--- src/include/core_defines.svh ---
`ifndef CORE_DEFINES_SVH
`define CORE_DEFINES_SVH

`define CORE_XLEN       32
`define CORE_REG_AW     5
`define CORE_OP_W       4

// Internal operation codes
`define CORE_OP_ADD     4'd0
`define CORE_OP_SUB     4'd1
`define CORE_OP_SLL     4'd2
`define CORE_OP_SLT     4'd3
`define CORE_OP_SLTU    4'd4
`define CORE_OP_XOR     4'd5
`define CORE_OP_SRL     4'd6
`define CORE_OP_SRA     4'd7
`define CORE_OP_OR      4'd8
`define CORE_OP_AND     4'd9
`define CORE_OP_MUL     4'd10

`define CORE_OPC_OP     7'b0110011
`define CORE_OPC_OP_IMM 7'b0010011

// One multiplier bit per cycle
`define CORE_MUL_STEPS  `CORE_XLEN

`endif

--- src/logic/core_pkg.sv ---
`include "core_defines.svh"

package core_pkg;

    // Register-register layout
    typedef struct packed {
        logic [6:0]              funct7;
        logic [`CORE_REG_AW-1:0] rs2;
        logic [`CORE_REG_AW-1:0] rs1;
        logic [2:0]              funct3;
        logic [`CORE_REG_AW-1:0] rd;
        logic [6:0]              opcode;
    } r_fields_t;

    // Register-immediate layout
    typedef struct packed {
        logic [11:0]             imm;
        logic [`CORE_REG_AW-1:0] rs1;
        logic [2:0]              funct3;
        logic [`CORE_REG_AW-1:0] rd;
        logic [6:0]              opcode;
    } i_fields_t;

    // Same 32-bit word, seen either way
    typedef union packed {
        r_fields_t r;
        i_fields_t i;
    } instr_u;

endpackage

--- src/logic/core_ifs.sv ---
`include "core_defines.svh"

// Decoded instruction into execute
interface dec_ex_if;
    logic                    valid;
    logic                    ready;
    logic [`CORE_OP_W-1:0]   op;
    logic [`CORE_REG_AW-1:0] rd;
    logic [`CORE_REG_AW-1:0] rs1;
    logic [`CORE_REG_AW-1:0] rs2;
    logic [`CORE_XLEN-1:0]   imm;
    logic                    use_imm;

    modport producer (output valid, op, rd, rs1, rs2, imm, use_imm,
                      input  ready);
    modport consumer (input  valid, op, rd, rs1, rs2, imm, use_imm,
                      output ready);
endinterface

// Executed instruction into result
interface ex_res_if;
    logic                    valid;
    logic                    ready;
    logic [`CORE_OP_W-1:0]   op;
    logic [`CORE_REG_AW-1:0] rd;
    logic [`CORE_XLEN-1:0]   value;
    logic [`CORE_XLEN-1:0]   operand_b;

    modport producer (output valid, op, rd, value, operand_b,
                      input  ready);
    modport consumer (input  valid, op, rd, value, operand_b,
                      output ready);
endinterface

// Result stage state seen by the forwarding logic
interface bypass_if;
    // Stage occupied
    logic                    rd_valid;
    // Result final
    logic                    value_valid;
    logic [`CORE_REG_AW-1:0] rd;
    logic [`CORE_XLEN-1:0]   value;

    modport source (output rd_valid, value_valid, rd, value);
    modport reader (input  rd_valid, value_valid, rd, value);
endinterface

--- src/logic/core_top.sv ---
`include "core_defines.svh"

module core_top (
    input  logic                    clk,
    input  logic                    resetn,
    input  logic                    i_instr_valid,
    input  core_pkg::instr_u        i_instr,
    output logic                    o_instr_ready,
    output logic                    o_commit_valid,
    output logic [`CORE_REG_AW-1:0] o_commit_rd,
    output logic [`CORE_XLEN-1:0]   o_commit_data
);

    dec_ex_if dec_ex_i ();
    ex_res_if ex_res_i ();
    bypass_if byp_i ();

    // Register file read ports
    logic [`CORE_REG_AW-1:0] rs1_sel;
    logic [`CORE_REG_AW-1:0] rs2_sel;
    logic [`CORE_XLEN-1:0]   rs1_data;
    logic [`CORE_XLEN-1:0]   rs2_data;

    decode_stage decode_stage_i (
        .clk           (clk),
        .resetn        (resetn),
        .i_instr_valid (i_instr_valid),
        .i_instr       (i_instr),
        .o_instr_ready (o_instr_ready),
        .dec           (dec_ex_i.producer)
    );

    execute_stage execute_stage_i (
        .clk        (clk),
        .resetn     (resetn),
        .dec        (dec_ex_i.consumer),
        .res        (ex_res_i.producer),
        .byp        (byp_i.reader),
        .o_rs1_sel  (rs1_sel),
        .o_rs2_sel  (rs2_sel),
        .i_rs1_data (rs1_data),
        .i_rs2_data (rs2_data)
    );

    result_stage result_stage_i (
        .clk            (clk),
        .resetn         (resetn),
        .res            (ex_res_i.consumer),
        .byp            (byp_i.source),
        .o_commit_valid (o_commit_valid),
        .o_commit_rd    (o_commit_rd),
        .o_commit_data  (o_commit_data)
    );

    // Write port follows the commit strobe
    reg_file reg_file_i (
        .clk       (clk),
        .resetn    (resetn),
        .i_ra_sel  (rs1_sel),
        .i_rb_sel  (rs2_sel),
        .o_ra_data (rs1_data),
        .o_rb_data (rs2_data),
        .i_w_en    (o_commit_valid),
        .i_w_sel   (o_commit_rd),
        .i_w_data  (o_commit_data)
    );

endmodule

--- src/logic/decode_stage.sv ---
`include "core_defines.svh"

module decode_stage (
    input  logic             clk,
    input  logic             resetn,
    input  logic             i_instr_valid,
    input  core_pkg::instr_u i_instr,
    output logic             o_instr_ready,
    dec_ex_if.producer       dec
);

    logic                  accept;
    logic                  is_op;
    logic                  is_imm;
    logic                  legal;
    logic [`CORE_OP_W-1:0] base_op;
    logic [`CORE_OP_W-1:0] op;
    logic [`CORE_XLEN-1:0] imm_ext;

    assign o_instr_ready = !dec.valid || dec.ready;
    assign accept        = i_instr_valid && o_instr_ready;

    assign is_op   = i_instr.r.opcode == `CORE_OPC_OP;
    assign is_imm  = i_instr.i.opcode == `CORE_OPC_OP_IMM;
    assign imm_ext = {{(`CORE_XLEN-12){i_instr.i.imm[11]}}, i_instr.i.imm};

    // funct3 mapping shared by both forms
    always_comb begin
        case (i_instr.r.funct3)
            3'b000:  base_op = `CORE_OP_ADD;
            3'b001:  base_op = `CORE_OP_SLL;
            3'b010:  base_op = `CORE_OP_SLT;
            3'b011:  base_op = `CORE_OP_SLTU;
            3'b100:  base_op = `CORE_OP_XOR;
            3'b101:  base_op = `CORE_OP_SRL;
            3'b110:  base_op = `CORE_OP_OR;
            default: base_op = `CORE_OP_AND;
        endcase
    end

    always_comb begin
        op    = base_op;
        legal = 1'b0;
        if (is_op) begin
            case (i_instr.r.funct7)
                7'h00: legal = 1'b1;
                7'h20: begin
                    legal = i_instr.r.funct3 == 3'b000 || i_instr.r.funct3 == 3'b101;
                    op    = (i_instr.r.funct3 == 3'b000) ? `CORE_OP_SUB : `CORE_OP_SRA;
                end
                7'h01: begin
                    legal = i_instr.r.funct3 == 3'b000;
                    op    = `CORE_OP_MUL;
                end
                default: legal = 1'b0;
            endcase
        end else if (is_imm) begin
            legal = 1'b1;
            // Shift immediates keep funct7 in the upper immediate bits
            if (i_instr.i.funct3 == 3'b001) begin
                legal = i_instr.r.funct7 == 7'h00;
            end else if (i_instr.i.funct3 == 3'b101) begin
                legal = i_instr.r.funct7 == 7'h00 || i_instr.r.funct7 == 7'h20;
                if (i_instr.r.funct7 == 7'h20) begin
                    op = `CORE_OP_SRA;
                end
            end
        end
    end

    // Undecodable words are taken and dropped
    always_ff @(posedge clk or negedge resetn) begin
        if (!resetn) begin
            dec.valid <= 1'b0;
        end else if (accept) begin
            dec.valid <= legal;
        end else if (dec.ready) begin
            dec.valid <= 1'b0;
        end
    end

    always_ff @(posedge clk) begin
        if (accept) begin
            dec.op      <= op;
            dec.rd      <= i_instr.r.rd;
            dec.rs1     <= i_instr.r.rs1;
            // x0 never matches a producer
            dec.rs2     <= is_imm ? '0 : i_instr.r.rs2;
            dec.imm     <= imm_ext;
            dec.use_imm <= is_imm;
        end
    end

endmodule

--- src/logic/execute_stage.sv ---
`include "core_defines.svh"

module execute_stage (
    input  logic                    clk,
    input  logic                    resetn,
    dec_ex_if.consumer              dec,
    ex_res_if.producer              res,
    bypass_if.reader                byp,
    output logic [`CORE_REG_AW-1:0] o_rs1_sel,
    output logic [`CORE_REG_AW-1:0] o_rs2_sel,
    input  logic [`CORE_XLEN-1:0]   i_rs1_data,
    input  logic [`CORE_XLEN-1:0]   i_rs2_data
);

    localparam int SHAMT_W = $clog2(`CORE_XLEN);

    logic                  own_vv;
    logic                  stall_a;
    logic                  stall_b;
    logic                  take;
    logic                  is_mul;
    logic                  lt_s;
    logic                  lt_u;
    logic [`CORE_XLEN-1:0] op_a;
    logic [`CORE_XLEN-1:0] rs2_val;
    logic [`CORE_XLEN-1:0] op_b;
    logic [SHAMT_W-1:0]    shamt;
    logic [`CORE_XLEN-1:0] alu_result;

    // Older producer first, own register overrides it
    function automatic void fwd_operand(
        input  logic [`CORE_REG_AW-1:0] sel,
        input  logic [`CORE_XLEN-1:0]   rf_data,
        output logic [`CORE_XLEN-1:0]   data,
        output logic                    stall
    );
        data  = rf_data;
        stall = 1'b0;
        if (sel != '0 && byp.rd_valid && byp.rd == sel) begin
            if (byp.value_valid) begin
                data = byp.value;
            end else begin
                stall = 1'b1;
            end
        end
        if (sel != '0 && res.valid && res.rd == sel) begin
            if (own_vv) begin
                data = res.value;
            end else begin
                stall = 1'b1;
            end
        end
    endfunction

    assign o_rs1_sel = dec.rs1;
    assign o_rs2_sel = dec.rs2;

    always_comb begin
        fwd_operand(dec.rs1, i_rs1_data, op_a, stall_a);
        fwd_operand(dec.rs2, i_rs2_data, rs2_val, stall_b);
    end

    assign dec.ready = !(stall_a || stall_b) && (!res.valid || res.ready);
    assign take      = dec.valid && dec.ready;
    assign is_mul    = dec.op == `CORE_OP_MUL;

    assign op_b  = dec.use_imm ? dec.imm : rs2_val;
    assign shamt = op_b[SHAMT_W-1:0];
    assign lt_s  = $signed(op_a) < $signed(op_b);
    assign lt_u  = op_a < op_b;

    always_comb begin
        case (dec.op)
            `CORE_OP_ADD:  alu_result = op_a + op_b;
            `CORE_OP_SUB:  alu_result = op_a - op_b;
            `CORE_OP_SLL:  alu_result = op_a << shamt;
            `CORE_OP_SLT:  alu_result = {{(`CORE_XLEN-1){1'b0}}, lt_s};
            `CORE_OP_SLTU: alu_result = {{(`CORE_XLEN-1){1'b0}}, lt_u};
            `CORE_OP_XOR:  alu_result = op_a ^ op_b;
            `CORE_OP_SRL:  alu_result = op_a >> shamt;
            `CORE_OP_SRA:  alu_result = $unsigned($signed(op_a) >>> shamt);
            `CORE_OP_OR:   alu_result = op_a | op_b;
            `CORE_OP_AND:  alu_result = op_a & op_b;
            // MUL hands its first factor on
            default:       alu_result = op_a;
        endcase
    end

    always_ff @(posedge clk or negedge resetn) begin
        if (!resetn) begin
            res.valid <= 1'b0;
            own_vv    <= 1'b0;
        end else begin
            if (res.valid && res.ready) begin
                res.valid <= 1'b0;
            end
            if (take) begin
                res.valid <= 1'b1;
                own_vv    <= !is_mul;
            end
        end
    end

    always_ff @(posedge clk) begin
        if (take) begin
            res.op        <= dec.op;
            res.rd        <= dec.rd;
            res.value     <= alu_result;
            res.operand_b <= op_b;
        end
    end

endmodule

--- src/logic/reg_file.sv ---
`include "core_defines.svh"

module reg_file (
    input  logic                    clk,
    input  logic                    resetn,
    input  logic [`CORE_REG_AW-1:0] i_ra_sel,
    input  logic [`CORE_REG_AW-1:0] i_rb_sel,
    output logic [`CORE_XLEN-1:0]   o_ra_data,
    output logic [`CORE_XLEN-1:0]   o_rb_data,
    input  logic                    i_w_en,
    input  logic [`CORE_REG_AW-1:0] i_w_sel,
    input  logic [`CORE_XLEN-1:0]   i_w_data
);

    localparam int NREGS = 1 << `CORE_REG_AW;

    // x0 has no storage
    logic [`CORE_XLEN-1:0] regs [1:NREGS-1];

    assign o_ra_data = (i_ra_sel == '0) ? '0 : regs[i_ra_sel];
    assign o_rb_data = (i_rb_sel == '0) ? '0 : regs[i_rb_sel];

    always_ff @(posedge clk or negedge resetn) begin
        if (!resetn) begin
            for (int i = 1; i < NREGS; i++) begin
                regs[i] <= '0;
            end
        end else if (i_w_en && i_w_sel != '0) begin
            regs[i_w_sel] <= i_w_data;
        end
    end

endmodule

--- src/logic/result_stage.sv ---
`include "core_defines.svh"

module result_stage (
    input  logic                    clk,
    input  logic                    resetn,
    ex_res_if.consumer              res,
    bypass_if.source                byp,
    output logic                    o_commit_valid,
    output logic [`CORE_REG_AW-1:0] o_commit_rd,
    output logic [`CORE_XLEN-1:0]   o_commit_data
);

    localparam int MUL_STEPS = `CORE_MUL_STEPS;
    localparam int CNT_W     = $clog2(MUL_STEPS);
    localparam logic [CNT_W-1:0] LAST_STEP = CNT_W'(MUL_STEPS - 1);

    logic                    busy_q;
    logic                    done_q;
    logic [CNT_W-1:0]        step_q;
    logic [`CORE_REG_AW-1:0] rd_q;
    logic [`CORE_XLEN-1:0]   acc_q;
    logic [`CORE_XLEN-1:0]   mcand_q;
    logic [`CORE_XLEN-1:0]   mplier_q;
    logic                    take;
    logic                    commit;
    logic                    is_mul;
    logic                    mul_run;

    assign commit    = busy_q && done_q;
    assign mul_run   = busy_q && !done_q;
    assign res.ready = !busy_q || commit;
    assign take      = res.valid && res.ready;
    assign is_mul    = res.op == `CORE_OP_MUL;

    always_ff @(posedge clk or negedge resetn) begin
        if (!resetn) begin
            busy_q <= 1'b0;
            done_q <= 1'b0;
            step_q <= '0;
        end else if (take) begin
            busy_q <= 1'b1;
            done_q <= !is_mul;
            step_q <= '0;
        end else if (commit) begin
            busy_q <= 1'b0;
            done_q <= 1'b0;
        end else if (mul_run) begin
            step_q <= step_q + 1'b1;
            if (step_q == LAST_STEP) begin
                done_q <= 1'b1;
            end
        end
    end

    // Shift-and-add, low half of the product only
    always_ff @(posedge clk) begin
        if (take) begin
            rd_q     <= res.rd;
            acc_q    <= is_mul ? '0 : res.value;
            mcand_q  <= res.value;
            mplier_q <= res.operand_b;
        end else if (mul_run) begin
            if (mplier_q[0]) begin
                acc_q <= acc_q + mcand_q;
            end
            mcand_q  <= mcand_q << 1;
            mplier_q <= mplier_q >> 1;
        end
    end

    assign byp.rd_valid    = busy_q;
    assign byp.value_valid = done_q;
    assign byp.rd          = rd_q;
    assign byp.value       = acc_q;

    // Also the register file write port
    assign o_commit_valid = commit;
    assign o_commit_rd    = rd_q;
    assign o_commit_data  = acc_q;

endmodule

--- config.mk ---
export PLATFORM = sky130hd
export DESIGN_NAME = core_top
export DESIGN_NICKNAME = d
export VERILOG_FILES = /design/src/logic/core_pkg.sv /design/src/logic/core_ifs.sv /design/src/logic/core_top.sv /design/src/logic/decode_stage.sv /design/src/logic/execute_stage.sv /design/src/logic/reg_file.sv /design/src/logic/result_stage.sv
export VERILOG_INCLUDE_DIRS = /design/src /design/src/include
export SDC_FILE = /design/constraint.sdc
export NUM_CORES = 2
export LEC_CHECK = 0
export ABC_AREA = 1
export BUFFER_PORTS_ARGS = -buffer_cell sky130_fd_sc_hd__buf_4
export CAP_MARGIN = 25
export CELL_PAD_IN_SITES_DETAIL_PLACEMENT = 0
export CELL_PAD_IN_SITES_GLOBAL_PLACEMENT = 2
export CORE_UTILIZATION = 34
export CTS_CLUSTER_DIAMETER = 150
export DETAILED_ROUTE_END_ITERATION = 16
export PLACE_DENSITY_LB_ADDON = 0.15
export REMOVE_ABC_BUFFERS = 1
export SYNTH_ARGS = -nofsm -noshare
export SYNTH_HDL_FRONTEND = slang
export SYNTH_SLANG_ARGS = --single-unit
--- constraint.sdc ---
create_clock -name clk -period 5.1 [get_ports clk]
set_input_delay 1.275 -clock clk [delete_from_list [all_inputs] [get_ports clk]]
set_output_delay 1.275 -clock clk [all_outputs]
set_load 0.1 [all_outputs]
# ---- Word level (Yosys, flattened, before mapping)
# Index checks and enable logic that the tools add are counted.
dict set report op_classes {
  n_lt_le_gt_ge 6
  bitwise 6
  n_eq_ne 27
  n_shift 3
  addsub 4
  reduce_logical 47
  n_mux 62
}
# operator count
set ops {}
lappend ops {{$bwmux 992} 1}
lappend ops {{$mux 32} 24}
lappend ops {{$bmux 32 s5} 2}
lappend ops {{$pmux 32 s10} 1}
lappend ops {{$demux 32 s5} 1}
lappend ops {{$add 32x32->32} 2}
lappend ops {{$lt 32x32->1} 2}
lappend ops {{$and 32x32->32} 1}
lappend ops {{$or 32x32->32} 1}
lappend ops {{$shl 32x5->32} 1}
lappend ops {{$shr 32x5->32} 1}
lappend ops {{$sshr 32x5->32} 1}
lappend ops {{$sub 32x32->32} 1}
lappend ops {{$xor 32x32->32} 1}
lappend ops {{$pmux 4 s7} 1}
lappend ops {{$mux 1} 21}
lappend ops {{$eq 5x5->1} 4}
lappend ops {{$mux 4} 5}
lappend ops {{$ge 6x6->1 const B} 3}
lappend ops {{$not 5->6} 3}
lappend ops {{$eq 4x3->1 const B} 4}
lappend ops {{$eq 4x4->1 const B} 4}
lappend ops {{$logic_and 1x1->1} 16}
lappend ops {{$mux 5} 3}
lappend ops {{25 further kinds} 51}
dict set report totals {
  output_inout_bits 39
  input_bits 35
  elab_cells 206
  regBits 1208
}

# ---- Logic depth before layout (Yosys ltp)
dict set report depth {
  depth_word 12
  depth_mapped 39
  mapped_depth_nobuf 38
}

# ---- Hierarchy
# Synthesis repeated with hierarchy kept, for this count alone.
dict set report hier_totals {
  hier_cells 12464
  area_unflattened_um2 80717.4
}
# module cells_each area_per_inst_um2 instances
set modules_own_cells {}
lappend modules_own_cells {reg_file 8894 57541.4 1}
lappend modules_own_cells {execute_stage 2478 14500.2 1}
lappend modules_own_cells {result_stage 962 7199.4 1}
lappend modules_own_cells {decode_stage 130 1476.4 1}

# ---- Least setup slack after synthesis
# No wires, ideal clock.
dict set report synth_timing {
  path_type {flip-flop to flip-flop}
  from {register result_stage_i.rd_q[4], in the netlist result_stage_i.byp.rd[4]}
  to {register execute_stage_i.own_vv}
  path_stages_with_launch 12
  synth_period_minus_slack_ns 5.633
  required_ns 4.986
  t_arrival_ns 5.519
  setup_slack_ns -0.533
  setup_ns 0.114
  path_cell_list {edfxtp_1 > inv_1 > nand2_1 > nand2_1 > nand2_1 > nor2_2 > nand2_1 > a21oi_1 > a211o_1 > nor2_1 > o21ai_0 > o21ai_0}
}
dict set report synth_via {
  elab_chain_len 9
  word_cells_on_any_way 14
  cone_classes {2 x eq/ne; 6 x mux; 6 x reduce/logical}
}
# item line_no
set synth_rtl {}
lappend synth_rtl {{from (decl)} result_stage.sv:20} ;# logic [`CORE_REG_AW-1:0] rd_q;
lappend synth_rtl {{from (signal assigned)} result_stage.sv:58} ;# rd_q <= res.rd;
lappend synth_rtl {{$eq 5x5->1} execute_stage.sv:39} ;# if (sel != '0 && byp.rd_valid && byp.rd == sel) begin
lappend synth_rtl {{$logic_and 1x1->1} execute_stage.sv:39}
lappend synth_rtl {{$mux 1} execute_stage.sv:39}
lappend synth_rtl {{$mux 1} execute_stage.sv:47} ;# if (own_vv) begin
lappend synth_rtl {{$mux 1} execute_stage.sv:46} ;# if (sel != '0 && res.valid && res.rd == sel) begin
lappend synth_rtl {{$logic_or 1x1->1 (*)} execute_stage.sv:63} ;# assign dec.ready = !(stall_a || stall_b) && (!res.valid || res.ready);
lappend synth_rtl {{$logic_not 1->1 (*)} execute_stage.sv:63}
lappend synth_rtl {{$logic_and 1x1->1 (*)} execute_stage.sv:63}
lappend synth_rtl {{$logic_and 1x1->1 (*)} execute_stage.sv:64} ;# assign take = dec.valid && dec.ready;
lappend synth_rtl {{via execute_stage_i.take} execute_stage.sv:20} ;# logic take;
lappend synth_rtl {{to (signal assigned)} execute_stage.sv:99} ;# own_vv <= !is_mul;
lappend synth_rtl {{to (decl)} execute_stage.sv:17} ;# logic own_vv;
# Mark *: on every way through the listed nets, which the timed path passes. The rest lies on a longest branch.
# A chain may end at the register's enable or synchronous reset.

# ---- Worst setup path after layout
dict set report layout_timing {
  from {register decode_stage_i.dec.rs2[0]}
  to {register execute_stage_i.res.value[0] (data pin)}
}
dict set report layout_via {
  elab_chain_len 12
  word_cells_on_any_way 29
  cone_classes {2 x add/sub; 2 x order compare; 2 x eq/ne; 3 x shift; 10 x mux; 4 x bitwise; 6 x reduce/logical}
}
# item line_no
set layout_rtl {}
lappend layout_rtl {{from (decl)} core_ifs.sv:14} ;# modport producer (output valid, op, rd, rs1, rs2, imm, use_imm,
lappend layout_rtl {{$not 5->6 (not written as such)} reg_file.sv:21} ;# assign o_rb_data = (i_rb_sel == '0) ? '0 : regs[i_rb_sel];
lappend layout_rtl {{$bmux 32 s5} reg_file.sv:21}
lappend layout_rtl {{$mux 32 (not written as such) (2 in series)} reg_file.sv:21}
lappend layout_rtl {{$mux 32} reg_file.sv:21}
lappend layout_rtl {{$mux 32} execute_stage.sv:40} ;# if (byp.value_valid) begin
lappend layout_rtl {{$mux 32} execute_stage.sv:39}
lappend layout_rtl {{$mux 32} execute_stage.sv:47}
lappend layout_rtl {{$mux 32 (*)} execute_stage.sv:46}
lappend layout_rtl {{$mux 32 (*)} execute_stage.sv:67} ;# assign op_b = dec.use_imm ? dec.imm : rs2_val;
lappend layout_rtl {{via execute_stage_i.op_b[27]} execute_stage.sv:26} ;# logic [`CORE_XLEN-1:0] op_b;
lappend layout_rtl {{$lt 32x32->1, on equally long branches} {execute_stage.sv:70, execute_stage.sv:69}}
lappend layout_rtl {{$pmux 32 s10 (*)} execute_stage.sv:73} ;# case (dec.op)
lappend layout_rtl {{via execute_stage_i.alu_result[0]} execute_stage.sv:28} ;# logic [`CORE_XLEN-1:0] alu_result;
lappend layout_rtl {{to (signal assigned)} execute_stage.sv:108} ;# res.value <= alu_result;
lappend layout_rtl {{to (decl)} core_ifs.sv:29} ;# modport producer (output valid, op, rd, value, operand_b,
# Mark *: on every way through the listed nets, which the timed path passes. The rest lies on a longest branch. The select of a mux whose other input is x is not followed.

==> summary.md <==
| Metric | Value |
|---|---|
| Clock period minus worst slack | 5.20 ns |
| Yosys reg bits | 1208 |
| I/O pin cnt | 74 |
| Tot GR Track Use | 35.0% |
| Syn Inst Count | 10113 |
| Post-synthesis compound-gate area fraction | 24.3% |
| Total negative slack | -0.113 ns |
| Hold Path Class | input pin to async pin |
| Global route overflow | 0 |
| Cells after DPL | 13282 |
| Tcrit/Tclk final | 102% |
| Initial core utilization | 34.2% |
| Initial DRC count | 9270 |
| Worst stage delay on the critical path | 0.43 ns |
| Die ar. | 0.218 mm^2 |
| Wire length per cell | 28.6 um |
| Register area | 0.0313 mm^2 |
| Final Setup Violations | 2 |
| R2R cell count | 30 |
| Post-synth cell types | 67 |
| # rows | 170 |
| Arrival time worst endpoint | 5.77 ns |
| TritonCTS clock tree | yes |
| Clock Tree Root | clkbuf_16 |
| Slowest cell on crit path | edfxtp_1 |
| Placed wire-length estimate | 259000 um |
| DIE WIDTH | 467 um |
| Detailed Routing Iterations Pass 1 | 8 |
| RSZ-0062 raised after global routing | true |
| TritonCTS buffer count | 155 |
| H-tree levels | 4 |
| Pleak | 40.3 nW |
| First-pass GRT wire length | 553000 um |
| Hold Vio Cnt, Final | 0 |
| Cell area after synthesis | 0.0736 mm^2 |
| Critical Path Fanout Max | 9 |
| Max Cap Viol | 0 |
| Vias in the first global route | 74780 |
| Synth Area in XOR/XNOR | 0.298% |
| Final setup skew | 0.0508 ns |
| CTS sink cnt | 1208 |
| Residual DRC | 0 |
| Final net count | 10841 |
| Achievable Freq | 0.192 GHz |
| Post-synth ARST share | 82.9% |
| Largest net degree at the start of global routing | 139 |
| Final Power | 30.3 mW |
| Crit path capture type | flop |
| Critical Path RT | 5.67 ns |
| Cell repeated most along the worst path | a21oi_1 |
| Clock Pin Slew Worst Setup and Hold Paths | 0.06 ns |
| IO Port Bufs | 73 |
| Final WL | 391000 um |
| Post-synthesis simple-gate area fraction | 21.9% |
| Initial antenna violation count | 21 |
| Slew headroom | 17.5% |
| Sequential fraction of the synthesis area | 42.5% |
| Area of the multi-input gates | 0.0374 mm^2 |
| Clock buffer depth | 3 |
| Core Util, Final | 42.8% |
| Crit Path Category | flop to flop |
| Routability cong. | 0.946 |
| Worst setup SP type | flop |
| Ys Warns | 0 |
| Synth Area in Adders | 2.33% |
| Drt via density | 5.74 |
| Final Non-Filler Cells | 13645 |
| Core Box Area | 0.215 mm^2 |
| Largest family of logic cells by synthesized area | compound AO/OA/AOI/OAI gates |
| Failing checks | negative setup slack |
| Fin. max-slew vios | 0 |
| Final ANT Viol Nets | 0 |
| Die Y | 467 um |
| Proportion of layout cells with a drive suffix above 1 | 17.0% |
| Cell area power density | 330 mW/mm^2 |
| Worst vdd ir | 0.000313 V |
| Synth-to-layout area growth | 25.0% |
| Post-synth top flop | dfrtp_1 |
| Number of enable flip-flop cells after synthesis | 206 |
| Status | finished with violations |
| Fin worst setup slack | -0.103 ns |
| Worst Tran Pin Value | 1.24 ns |
| Mean Syn Cell Area | 7.27 um^2 |
| Post-synthesis mux area share | 0% |
| Worst-Skew Late Latency | 0.84 ns |
| DR vias | 78323 |
| Fill cell count | 22101 |
Yosys cell counts, drive strengths merged (4+ instances only):
master   count  area, um^2
a2111oi      6        52.6
a211oi      18         135
buf        274        1540
o21a        12        90.1
o2111ai     15         131
ha         132        1650
a21boi       9        93.8
nor2       517        2000
nor3        57         295
or2         28         175
nand3      731        3730
o21bai       5        37.5
clkbuf     543        2040
o211ai     254        1910
edfxtp     206        6190
o21ai     1858        9300
nand4       82         513
nor4         7        43.8
o31ai        7        52.6
o221ai      12         105
a221oi      68         596
dfrtp     1002       25100
a31oi       27         169
xor2        12         105
a22oi       30         225
a21oi      900        4520
inv        759        2850
o22ai       41         257
nand2     2456        9270
o311ai       4        35.0
xnor2       13         114
path summary, 6_finish.rpt:
kind                                           start                           end  slack [ns]
max                        decode_stage_i.dec.rs2[0]  execute_stage_i.res.value[0]       -0.10
min                                           resetn      decode_stage_i.dec.valid        0.34
max reg2reg                decode_stage_i.dec.rs2[0]  execute_stage_i.res.value[0]       -0.10
min reg2reg                 decode_stage_i.dec.rd[2]     execute_stage_i.res.rd[2]        0.43
max in group asynchronous                     resetn          reg_file_i.regs[659]        3.32
min in group clk            decode_stage_i.dec.rd[2]     execute_stage_i.res.rd[2]        0.43
cell type report:
type	count	area share (%)
inverter	761	3.19
antenna	14	0.0381
timing repair inverter	1	0.0123
clock buffer	224	4.94
clock inverter	55	0.745
multi-input combinational	7327	40.7
timing repair buffer	1217	12.5
tap	2838	3.86
sequential	1208	34.0
through the flow:
step | cell area, um^2 | hold WS [ns] | setup WS, ns
finish | 91900 | 0.344 | -0.103
global route | 91900 | 0.354 | -0.280
global placement | 83900 | 0.407 | -0.923
CTS | 90300 | 0.344 | -0.00638
detailed placement | 84000 | 0.414 | -0.900
floorplan | 70000 | 0.400 | -15.69
state kept, by name, indices dropped and copies added (netlist names):
signal	flops
execute_stage_i.res.operand_b	32
execute_stage_i.res.valid	1
decode_stage_i.dec.op	4
result_stage_i.byp.rd	5
execute_stage_i.res.value	32
execute_stage_i.own_vv	1
result_stage_i.step_q	5
decode_stage_i.dec.use_imm	1
reg_file_i.regs	992
decode_stage_i.dec.valid	1
execute_stage_i.res.rd	5
result_stage_i.byp.value	32
decode_stage_i.dec.imm	12
execute_stage_i.res.op	4
result_stage_i.mplier_q	32
decode_stage_i.dec.rs2	5
decode_stage_i.dec.rs1	5
decode_stage_i.dec.rd	5
result_stage_i.byp.rd_valid	1
result_stage_i.byp.value_valid	1
result_stage_i.mcand_q	32
what timing repair did:
action / CTS / global route
hold buffers: 0 / 0
gates cloned: 11 / 8
buffers inserted: 12 / 37
setup endpoints to repair: 24 / 24
pin swaps: 27 / 60
gates resized for setup: 163 / 271
kinds of logic after synthesis:
kind of cell               Yosys count
adders and majority gates          135
buffers and inverters             1578
AOI/OAI and AO/OA                 3281
and+or+nand+nor                   3886
DFF                               1208
xor gates and xnor gates            25
where the power goes:
group,switching (mW),internal [mW]
combinational,5.42,3.20
clock,4.76,6.71
sequential,0.149,10.1
total,10.3,20.0
worst max-delay path, delay by kind of cell (launching register included):
kind	cells	cell delay, ns
AOI/OAI and AO/OA	12	1.95
xor gates and xnor gates	1	0.14
adders and majority gates	1	0.32
buffers and inverters	11	1.54
DFF	1	0.43
and+or+nand+nor	5	0.53
routing by layer:
metal,up-vias,part of all wire (%),global-route usage (%)
met1,38249,41,45.8
met2,3728,45,55.8
met4,6,5.6,17.4
met3,869,7.6,5.89
met5,-,0.010,0
li1,35471,-,-
cells in the final DEF, fill, tap and decap left out, types with 18 or more instances in the layout:
master / n
a211oi_1: 18
clkinv_2: 29
ha_1: 111
nand4_1: 82
nand2_2: 36
o21ai_1: 95
edfxtp_1: 206
a21oi_1: 841
nor2_1: 479
nand2_4: 32
buf_12: 112
nor2_2: 24
a31oi_1: 23
buf_6: 42
clkbuf_8: 36
dfrtp_1: 1002
nand3_2: 37
a221oi_1: 57
nor3_1: 41
inv_1: 715
nand3_1: 688
o21ai_0: 1747
a22oi_1: 27
buf_4: 1012
clkbuf_16: 165
a21oi_2: 50
buf_16: 24
o211ai_1: 253
clkbuf_1: 31
o22ai_1: 41
inv_2: 36
nand2_1: 2386
Power figures use the tool's default switching activity.
